[src/verilog/bpmSettings_settings.svh]
/*
 * Sizes of the front end. The LO table length equals the samples per turn,
 * which must be a power of two. The product width is ADC plus LO width minus one.
 */
`ifndef BPM_SETTINGS_SVH
`define BPM_SETTINGS_SVH

// Channels and turn structure
`define BPM_CHANNELS          4
`define BPM_SAMPLES_PER_TURN  8

// Data path widths
`define BPM_ADC_WIDTH         12
`define BPM_LO_WIDTH          12
`define BPM_PRODUCT_WIDTH     23
`define BPM_ACC_WIDTH         32
`define BPM_MAG_WIDTH         24
`define BPM_GAIN_WIDTH        16
`define BPM_GAIN_FRAC         14
`define BPM_SHIFT_WIDTH       4

`endif

[src/verilog/bpmPkg.sv]
/*
 * Shared data types and the fixed LO tables of the front end.
 * LO entries never reach negative full scale.
 */
`default_nettype none
`include "bpmSettings_settings.svh"

package bpmPkg;

    // Data path words
    typedef logic signed [`BPM_ADC_WIDTH-1:0]     adcSample;
    typedef logic signed [`BPM_LO_WIDTH-1:0]      loValue;
    typedef logic signed [`BPM_PRODUCT_WIDTH-1:0] product;
    typedef logic signed [`BPM_MAG_WIDTH-1:0]     turnSum;
    typedef logic [`BPM_MAG_WIDTH-1:0]            magnitude;

    // Configuration and bookkeeping
    typedef logic [`BPM_GAIN_WIDTH-1:0]                gainValue;
    typedef logic [`BPM_SHIFT_WIDTH-1:0]               sumShiftValue;
    typedef logic [$clog2(`BPM_SAMPLES_PER_TURN)-1:0]  turnPos;

    // One LO period per turn, round(2047 * cos/sin(2 pi k / 8))
    localparam loValue LO_COS [`BPM_SAMPLES_PER_TURN] = '{
        loValue'(2047), loValue'(1447), loValue'(0), loValue'(-1447),
        loValue'(-2047), loValue'(-1447), loValue'(0), loValue'(1447)
    };

    localparam loValue LO_SIN [`BPM_SAMPLES_PER_TURN] = '{
        loValue'(0), loValue'(1447), loValue'(2047), loValue'(1447),
        loValue'(0), loValue'(-1447), loValue'(-2047), loValue'(-1447)
    };

endpackage

`default_nettype wire

[src/verilog/sampleIntake.sv]
/*
 * Input stage. The first sample accepted after reset is turn position 0,
 * and every accepted transfer advances the position by one.
 */
`default_nettype none
`include "bpmSettings_settings.svh"

module sampleIntake (
    input  logic             clk,
    input  logic             reset,
    input  logic             inValid,
    input  bpmPkg::adcSample inSample [`BPM_CHANNELS],
    input  logic             inUse [`BPM_CHANNELS],
    output logic             inReady,
    output logic             mixValid,
    output bpmPkg::adcSample mixSample [`BPM_CHANNELS],
    output logic             mixUse [`BPM_CHANNELS],
    output bpmPkg::turnPos   mixPos,
    input  logic             mixReady
);
    import bpmPkg::*;

    turnPos position;
    logic   accept;

    // Register is free when empty or when its word leaves this cycle
    assign inReady = !mixValid || mixReady;
    assign accept  = inValid && inReady;

    always_ff @(posedge clk) begin
        if (reset) begin
            mixValid <= 1'b0;
            position <= '0;
        end else begin
            if (accept) begin
                mixValid <= 1'b1;
                position <= (position == turnPos'(`BPM_SAMPLES_PER_TURN - 1)) ?
                            '0 : position + 1'b1;
            end else if (mixReady) begin
                mixValid <= 1'b0;
            end
        end
    end

    always_ff @(posedge clk) begin
        if (accept) begin
            mixSample <= inSample;
            mixUse    <= inUse;
            mixPos    <= position;
        end
    end

endmodule

`default_nettype wire

[config.mk]
export PLATFORM = sky130hd
export DESIGN_NAME = sampleIntake
export DESIGN_NICKNAME = d
export VERILOG_FILES = /design/src/verilog/bpmPkg.sv /design/src/verilog/sampleIntake.sv
export VERILOG_INCLUDE_DIRS = /design/src /design/src/verilog
export SDC_FILE = /design/constraint.sdc
export NUM_CORES = 1
export LEC_CHECK = 0
export ABC_AREA = 1
export BUFFER_PORTS_ARGS = -buffer_cell sky130_fd_sc_hd__buf_2
export CORE_ASPECT_RATIO = 1.2
export CORE_MARGIN = 5
export CORE_UTILIZATION = 35
export DETAILED_ROUTE_END_ITERATION = 10
export GPL_ROUTABILITY_DRIVEN = 0
export GPL_TIMING_DRIVEN = 0
export HOLD_SLACK_MARGIN = 0.06
export PLACE_DENSITY = 0.74
export SYNTH_ARGS = -nofsm -noshare
export SYNTH_HDL_FRONTEND = slang
export SYNTH_SLANG_ARGS = --single-unit
[constraint.sdc]
create_clock -name clk -period 2.2 [get_ports clk]
set_input_delay 0.66 -clock clk [delete_from_list [all_inputs] [get_ports clk]]
set_output_delay 0.66 -clock clk [all_outputs]
set_load 0.02 [all_outputs]
# After elaboration in Yosys (flattened, before gate mapping)

Index checks and enable logic that the tools add are counted.

Flip-flop bits (word level): 59
Input port bits: 56
Output and inout port bits: 57
Logic and storage cells: 20

Add/sub/neg operators: 1
Equal/unequal tests: 1
Multiplexer cells: 3
Reductions and logical operators: 4

Operator list:

| cell                  | count |
|---|---|
| $add A3 B1 Y3 const B | 1 |
| $eq A3 B3 Y1 const B  | 1 |
| $mux W3               | 1 |
| $mux W1               | 2 |
| $reduce_bool A2 Y1    | 1 |
| $logic_and A1 B1 Y1   | 1 |
| $logic_not A1 Y1      | 1 |
| $logic_or A1 B1 Y1    | 1 |

# Depth between registers and ports, before layout

Gate-level depths: netlist (run 1).

Depth after elaboration: 4
Mapped depth: 7

# Worst setup path after synthesis (run 1)

No wires, ideal clock.

Path kind: input port to flip-flop
Start: input port mixReady
End: register mixPos[0], enable pin
Arrival time: 1,717 ps
Slack: 82 ps
Cell stages on the path: 2
Cells stage by stage: inv_1 -> a21oi_4

Longest elaborated chain between the ends: 2

Ends and longest elaborated chain:

| element                | line               | text |
|---|---|---|
| start: declaration     | sampleIntake.sv:19 | `input logic mixReady` |
| $logic_or A1 B1 Y1     | sampleIntake.sv:27 | `assign inReady = !mixValid \|\| mixReady;` |
| $logic_and A1 B1 Y1    | sampleIntake.sv:28 | `assign accept = inValid && inReady;` |
| named net accept       | sampleIntake.sv:24 | `logic accept;` |
| end signal: assignment | sampleIntake.sv:49 | `mixPos <= position;` |
| end: declaration       | sampleIntake.sv:18 | `output bpmPkg::turnPos mixPos,` |

The timed path passes the listed nets, and every way through them passes these cells.
A chain may end at the register's enable or synchronous reset.

# Final worst setup path (run 1)

Start: input port mixReady
End: output port inReady

Longest elaborated chain between the ends: 1

Ends and longest elaborated chain:

| element            | line               | text |
|---|---|---|
| $logic_or A1 B1 Y1 | sampleIntake.sv:27 |  |
| end: declaration   | sampleIntake.sv:14 | `output logic inReady,` |

No other way between the ends.

==> results of run 1 <==
[power by group]
part	switching [mW]	leakage [nW]	internal, mW
Combinational	0.155	0.550	0.0969
Clock	0.399	0.118	0.745
Sequential	0.0187	0.566	1.31
[registers in the layout (all words and copies together), names as in the netlist]
name	flops
mixSample	48
mixUse	4
mixPos	3
position	3
mixValid	1
[worst max-delay path, stage by stage]
cell,delay (ps)
sky130_fd_sc_hd__buf_2,90
sky130_fd_sc_hd__inv_1,110
sky130_fd_sc_hd__nand2_2,100
sky130_fd_sc_hd__buf_2,170
[through the flow]
stage / worst slack (ps) / cell area (um2) / utilization [%]
floorplan: 81.75 / 1868 / -
global placement: -330.4 / 2506 / 47.96
detailed placement: 74.90 / 2561 / 49.02
CTS: 401.3 / 2793 / 53.45
global route: 342.5 / 2795 / 53.50
finish: 411.7 / 2795 / 53.50
[cells in the mapped netlist]
| master | n |
|---|---|
| sky130_fd_sc_hd__nand3_1 | 2 |
| sky130_fd_sc_hd__inv_1 | 5 |
| sky130_fd_sc_hd__nor2_1 | 6 |
| sky130_fd_sc_hd__edfxtp_1 | 55 |
| sky130_fd_sc_hd__ha_1 | 2 |
| sky130_fd_sc_hd__dfxtp_1 | 4 |
| sky130_fd_sc_hd__nand2_1 | 6 |
| sky130_fd_sc_hd__a21oi_4 | 1 |
| sky130_fd_sc_hd__nor2_2 | 1 |
| sky130_fd_sc_hd__nand2_2 | 1 |
| sky130_fd_sc_hd__a21oi_1 | 1 |
| sky130_fd_sc_hd__inv_2 | 1 |
[cell type report]
class	instances	area [um2]
fillers	484	2430
flip-flops and latches	59	1732
repair buffers	114	615.6
clock buffers	10	127.6
multi-input cells	20	113.9
clock inverters	6	103.9
well taps	62	77.57
inverters	6	22.52
diodes	1	2.502
[cells by family (layout without fill, tap and decap cells)]
logic type	after synthesis	after routing	synth area share, %
flip-flops	59	59	92.70
AND/OR/NAND/NOR	16	16	3.617
buffers and inverters	6	136	1.206
adder cells (fa/ha/maj)	2	2	1.339
AO/OA/AOI/OAI	2	2	1.139
other	0	1	0
[routing by layer]
layer	wire length, um	vias up	part of all wire, %
li1	-	568	-
met2	2123	61	52
met3	412	9	10
met1	1423	520	35
met5	25	-	0.62
met4	58	4	1.4
[worst paths after layout]
kind / from / to / slack, ps / depth (start not counted)
worst max-delay path: mixReady / inReady / 410 / 4
worst min register to register: position[2] / mixPos[2] / 470 / 0
worst min-delay path: position[2] / mixPos[2] / 470 / 0
worst max register to register: mixValid / mixSample[10] / 560 / 3
==> results, run 1 <==
- The CTS root buffer is sky130_fd_sc_hd__clkbuf_8.
- In the global route stage, overall resource usage came out at 11.98%.
- The number of warnings reported in the yosys synthesis log is 0.
- Counting along the longest clock path gives a buffer depth of 2.
- Static timing analysis puts the maximum clock frequency at 559.2 MHz.
- The number of hold-slack violations in the final timing report is 0.
- Measured along the x axis, the die boundary spans 76.69 um.
- The setup-violating endpoint count in the final report is 0.
- The peak supply drop is 635.1 uV.
- The number of antenna violations at the first check in global routing is 3.
- Setup repair after global routing left no endpoint under its margin.
- Clock-pin slew was measured on the worst setup and hold paths at 70 ps.
- Wires add up to 4.044 mm.
- The register bit total from synthesis is 59.
- The initial utilization of the core area, before any placement, comes to 35.75%.
- The synthesis-to-finish area growth is 49.63%.
- The path type of the worst min-delay path is flop to flop.
- In the layout the commonest cells are sky130_fd_sc_hd__buf_2 (112), sky130_fd_sc_hd__edfxtp_1 (55), sky130_fd_sc_hd__clkbuf_8 (9), sky130_fd_sc_hd__nor2_1 (6), sky130_fd_sc_hd__nand2_1 (6).
- The worst-case headroom to the max-slew limit is 55.00%.
- After clock tree synthesis, the flow added hold-fix buffers numbering 0.
- The start-to-end type of the worst setup path is input port to output port.
- The tightest hold path in the finished design has a slack of 473.5 ps.
- The gate count after technology mapping is 85.
- The count of routing violations after the opening detailed-route iteration is 61.
- The top cell type's share of synthesized area is 88.41%.
- The met1 usage in global routing is 12.02%.
- The total via count in the routed design is 1162.
- The number of nets still failing antenna checks after routing is 0.
- Clock skew on the completed layout was measured at 5.500 ps.
- By area the synthesized netlist is led by sky130_fd_sc_hd__edfxtp_1 (88%), sky130_fd_sc_hd__dfxtp_1 (4.3%), sky130_fd_sc_hd__ha_1 (1.3%).
- The number of iterations in the first detailed-routing pass is 4.
- Of all nets on the critical path, the largest fanout is 5.
- Once detailed placement completed, the half-perimeter wirelength came to 3.143 mm.
- The library cell used most frequently in the layout, excluding fill and tap cells, is sky130_fd_sc_hd__buf_2.
- The area of the die is 6904 um2.
- The met2 routing resource usage after global routing is 18.63%.
- The final instance count without filler cells is 278.
- The sort of element at the start of the critical path is an input port.
- The chip height is 90.03 um.
- In this run, distinct cell masters in the synthesized netlist total 12.
- The number of H-tree levels is 3.
- The layer flagged by global routing as most heavily used is met2.
- The global-route met3 utilization is 6.800%.
- The smallest clock period supported by the final layout is computed as 1788 ps.
- The maximum number of pins on one net before global-route repair is 22.
- The ratio of total power to cell area is 973.6 nW/um2.
- Post-CTS timing repair inserted 0 buffers for setup.
- The per-cell routed wire length is 14.55 um.
- The clock insertion delay at the later pin of the skew report is 320 ps.
- The number of clock buffers added by TritonCTS is 9.
- The post-route fraction of the period consumed by the critical path is 81.29%.
- Clock tree synthesis found a total of 59 sinks.
- The endpoint class of the critical path is an output port.
- The residual DRC count is 0.
- The port buffer count is 112.
- For the pin with the worst max-slew slack, the measured transition is 673.5 ps.
- The first global-routing pass estimated 6.189 mm of wire.
- The total negative slack is 0 ps.
- Across the run, the number of max-cap violations was 0.
- The via count of the first global-routing pass came to 1232.
- The design draws 2.721 mW.
- For the worst setup path, the data required time is 1540 ps.
- The cell area that synthesis handed to floorplanning was 1868 um2.
- For this design the static power due to leakage is 1.234 nW.
- The flow ran to the end, and the final reports show no timing, DRC or antenna violations.
- Using the TritonRoute via totals, the vias-per-cell ratio works out to 4.180.
- Summing the sequential cell areas from Yosys gives 92.70% of the chip area.
- The synthesized design spends more area on one cell type than any other, namely sky130_fd_sc_hd__edfxtp_1.
- The number of ports placed on the die boundary is 113.
- TritonCTS built the clock tree.
- After floorplanning, the core was divided into 29 placement rows.
- The total core area is 5225 um2.
- Each instance of the synthesized netlist takes up on average 21.98 um2.
- For the worst setup path, the data arrival time is 1130 ps.
- The count of placed standard cells including taps is 261.
- The post-synth net total is 143.
- The final number of max-transition violations is 0.
- Summed over all layers, the global routing overflow is 0.
- The post-route netlist has 61.40% of its cells at a drive strength greater than 1.
- The number of nets in the layout is 268.
- Post-CTS repair changed the size of 0 cells.
Note: power is estimated with default switching activity, not from simulation.
==> run 2: changes to the inputs <==
- PLACE_DENSITY: 0.74 -> 0.71
- clock period: 2.2 -> 1.8 ns (I/O delays scaled with it)
==> results, run 2 (synthesis gave the netlist of run 1 again) <==
- The region available for standard cell placement spans 5225 um2.
- The worst hold path belongs to the class input port to flop.
- The horizontal die dimension is 76.69 um.
- The die is 90.03 um tall.
- The data arrival time of the worst path is 1000 ps.
- For the worst-skew pair, the clock arrives at the later sink with an insertion delay of 320 ps.
- No sink is reached through more buffers than the 2 on the longest clock path.
- In this design, the largest share of critical-path delay is due to flip-flops.
- The final number of max-transition violations was 0.
- Post-CTS timing repair inserted 0 buffers for setup.
- The number of nets in the layout is 268.
- In this run the remaining antenna-violating nets after routing total 0.
- On the final layout, the worst hold slack is 381.8 ps.
- After clock tree synthesis, the clock-pin slew on the worst setup and hold paths is 60 ps.
- Setup slack closes at 260.9 ps.
- For this design the ratio of total power to cell area is 1185 nW/um2.
- Input and output buffers added on the ports amount to 112.
- In the routed design, unresolved DRC markers number 0.
- The library cell used most frequently in the layout, excluding fill and tap cells, is sky130_fd_sc_hd__buf_2.
- Setup violations remaining at the end of the flow were counted as 0.
- The per-cell routed wire length is 14.25 um.
- The first global-routing pass estimated 6.258 mm of wire.
- In the layout the commonest cells are sky130_fd_sc_hd__buf_2 (112), sky130_fd_sc_hd__edfxtp_1 (55), sky130_fd_sc_hd__clkbuf_8 (9), sky130_fd_sc_hd__nor2_1 (6), sky130_fd_sc_hd__nand2_1 (6).
- For this run the aggregate overflow at the end of global routing stands at 0.
- After routing, the total negative slack on setup checks comes to 0 ps.
- The worst-case IR drop observed on VDD is 603.4 uV.
- The worst-case clock skew is 6.172 ps.
- The clock tree synthesis step divided the H-tree into 3 levels.
- The number of iterations in the first detailed-routing pass is 3.
- The CTS root buffer is sky130_fd_sc_hd__clkbuf_8.
- The synthesis-to-finish area growth is 50.17%.
- Using the TritonRoute via totals, the vias-per-cell ratio works out to 4.245.
- After layout, the minimum clock period comes to 1539 ps.
- The run finished with clean final reports.
- The number of gates given a new drive strength after cts is 0.
- The maximum number of pins on one net before global-route repair is 25.
- The half-perimeter wire length after detailed placement is 3.095 mm.
- The total inserted antenna cells is 0.
- The register containing the most flip-flops in the final layout is mixSample.
- The start-to-end type of the worst setup path is flop to output port.
- The total via count in the routed design is 1176.
- The overall track demand over capacity in global routing is 11.89%.
- The maximum clock rate is 649.7 MHz.
- The number of hold-slack violations in the final timing report is 0.
- The worst setup path is launched from a flop.
- The TritonCTS clock tree is built.
- The number of hold buffers added after CTS is 0.
- Before CTS, the worst setup slack after placement is -85.46 ps.
- The detailed-route wire length is 3.948 mm.
- The largest fanout on the critical path is 5.
- The number of sinks on the clock net is 59.
- The area of the die is 6904 um2.
- STA puts the critical path data required time at 1260 ps.
- Setup repair after global routing left no endpoint under its margin.
- At the pin with the least slew margin, the transition time is 678.0 ps.
- The final instance area is 2805 um2.
- Counting the fill cells in the layout gives 467.
- The slowest stage of the critical path is the sky130_fd_sc_hd__dfxtp_1 cell.
- In the final layout, the registers with the most flip-flops are mixSample x48, mixUse x4.
- In this run the cell area measured after placement is 2574 um2.
- For this design the static power due to leakage is 1.236 nW.
- For this configuration, the core starts out at a cell density of 35.75%.
- The via count of the first global-routing pass was 1271.
- The register with the most flip-flops in the layout has 48 of them.
- The share of post-route cells with drive strength above 1 is 61.86%.
- The delay of the slowest cell on the worst path is 400 ps.
- The endpoint class of the critical path is an output port.
- Traced cell by cell, the critical path runs through nand2_2 -> buf_2.
- Overall power consumption after layout is estimated at 3.324 mW.
- The buffering stage count on the worst path with inverters included is 1.
- The count of routing violations after the opening detailed-route iteration is 20.
- During I/O placement, the number of pins put on the boundary was 113.
- The number of CTS-inserted buffers is 9.
- Headroom to the max-slew limit came out at 54.70%.
- Max-cap violations in this run came to 0.
- The number of placement rows is 29.
- In the finished design, the share of the clock period the worst path needs comes to 85.51%.
- The number of antenna violations at the first check in global routing is 0.
## run 2: cell types whose count changed in the layout (fill, tap and decap cells not counted)
cell and delta:
sky130_fd_sc_hd__inv_1 -1, sky130_fd_sc_hd__inv_12 +1, sky130_fd_sc_hd__diode_2 -1
## run 2: layout make-up
cell class	instances	area [um2]	area share (%)
Sequential cell	59	1732	61.73
Tap cell	62	77.57	2.765
Timing Repair Buffer	114	615.6	21.94
Clock buffer	10	127.6	4.549
Inverter	6	35.03	1.249
Clock inverter	6	103.9	3.702
Multi-Input combinational cell	20	113.9	4.059
## run 2: power breakdown
| group | internal (mW) | switching, mW |
|---|---|---|
| Combinational | 0.120 | 0.194 |
| Sequential | 1.60 | 0.0218 |
| Clock | 0.910 | 0.480 |
## run 2: metal layers
metal / track usage (%) / share of wire (%)
met1: 11.09 / 32
met2: 20.68 / 56
met3: 5.900 / 11
met4: 6.560 / 0.86
met5: 0 / 0
## run 2: stage by stage
step           std cells  utilization [%]
2_1_floorplan         85                -
3_3_place_gp         259            48.20
3_5_place_dp         261            49.26
4_1_cts              277            53.69
5_1_grt              277            53.69
6_report             277            53.69
## run 2: worst paths after layout
check	startpoint	endpoint	slack (ps)	depth (start not counted)
setup reg to reg	mixValid	mixSample[41]	330	2
hold reg to reg	position[2]	mixPos[2]	470	0
setup / recovery	mixValid	inReady	260	2
hold / removal	reset	mixValid	380	2
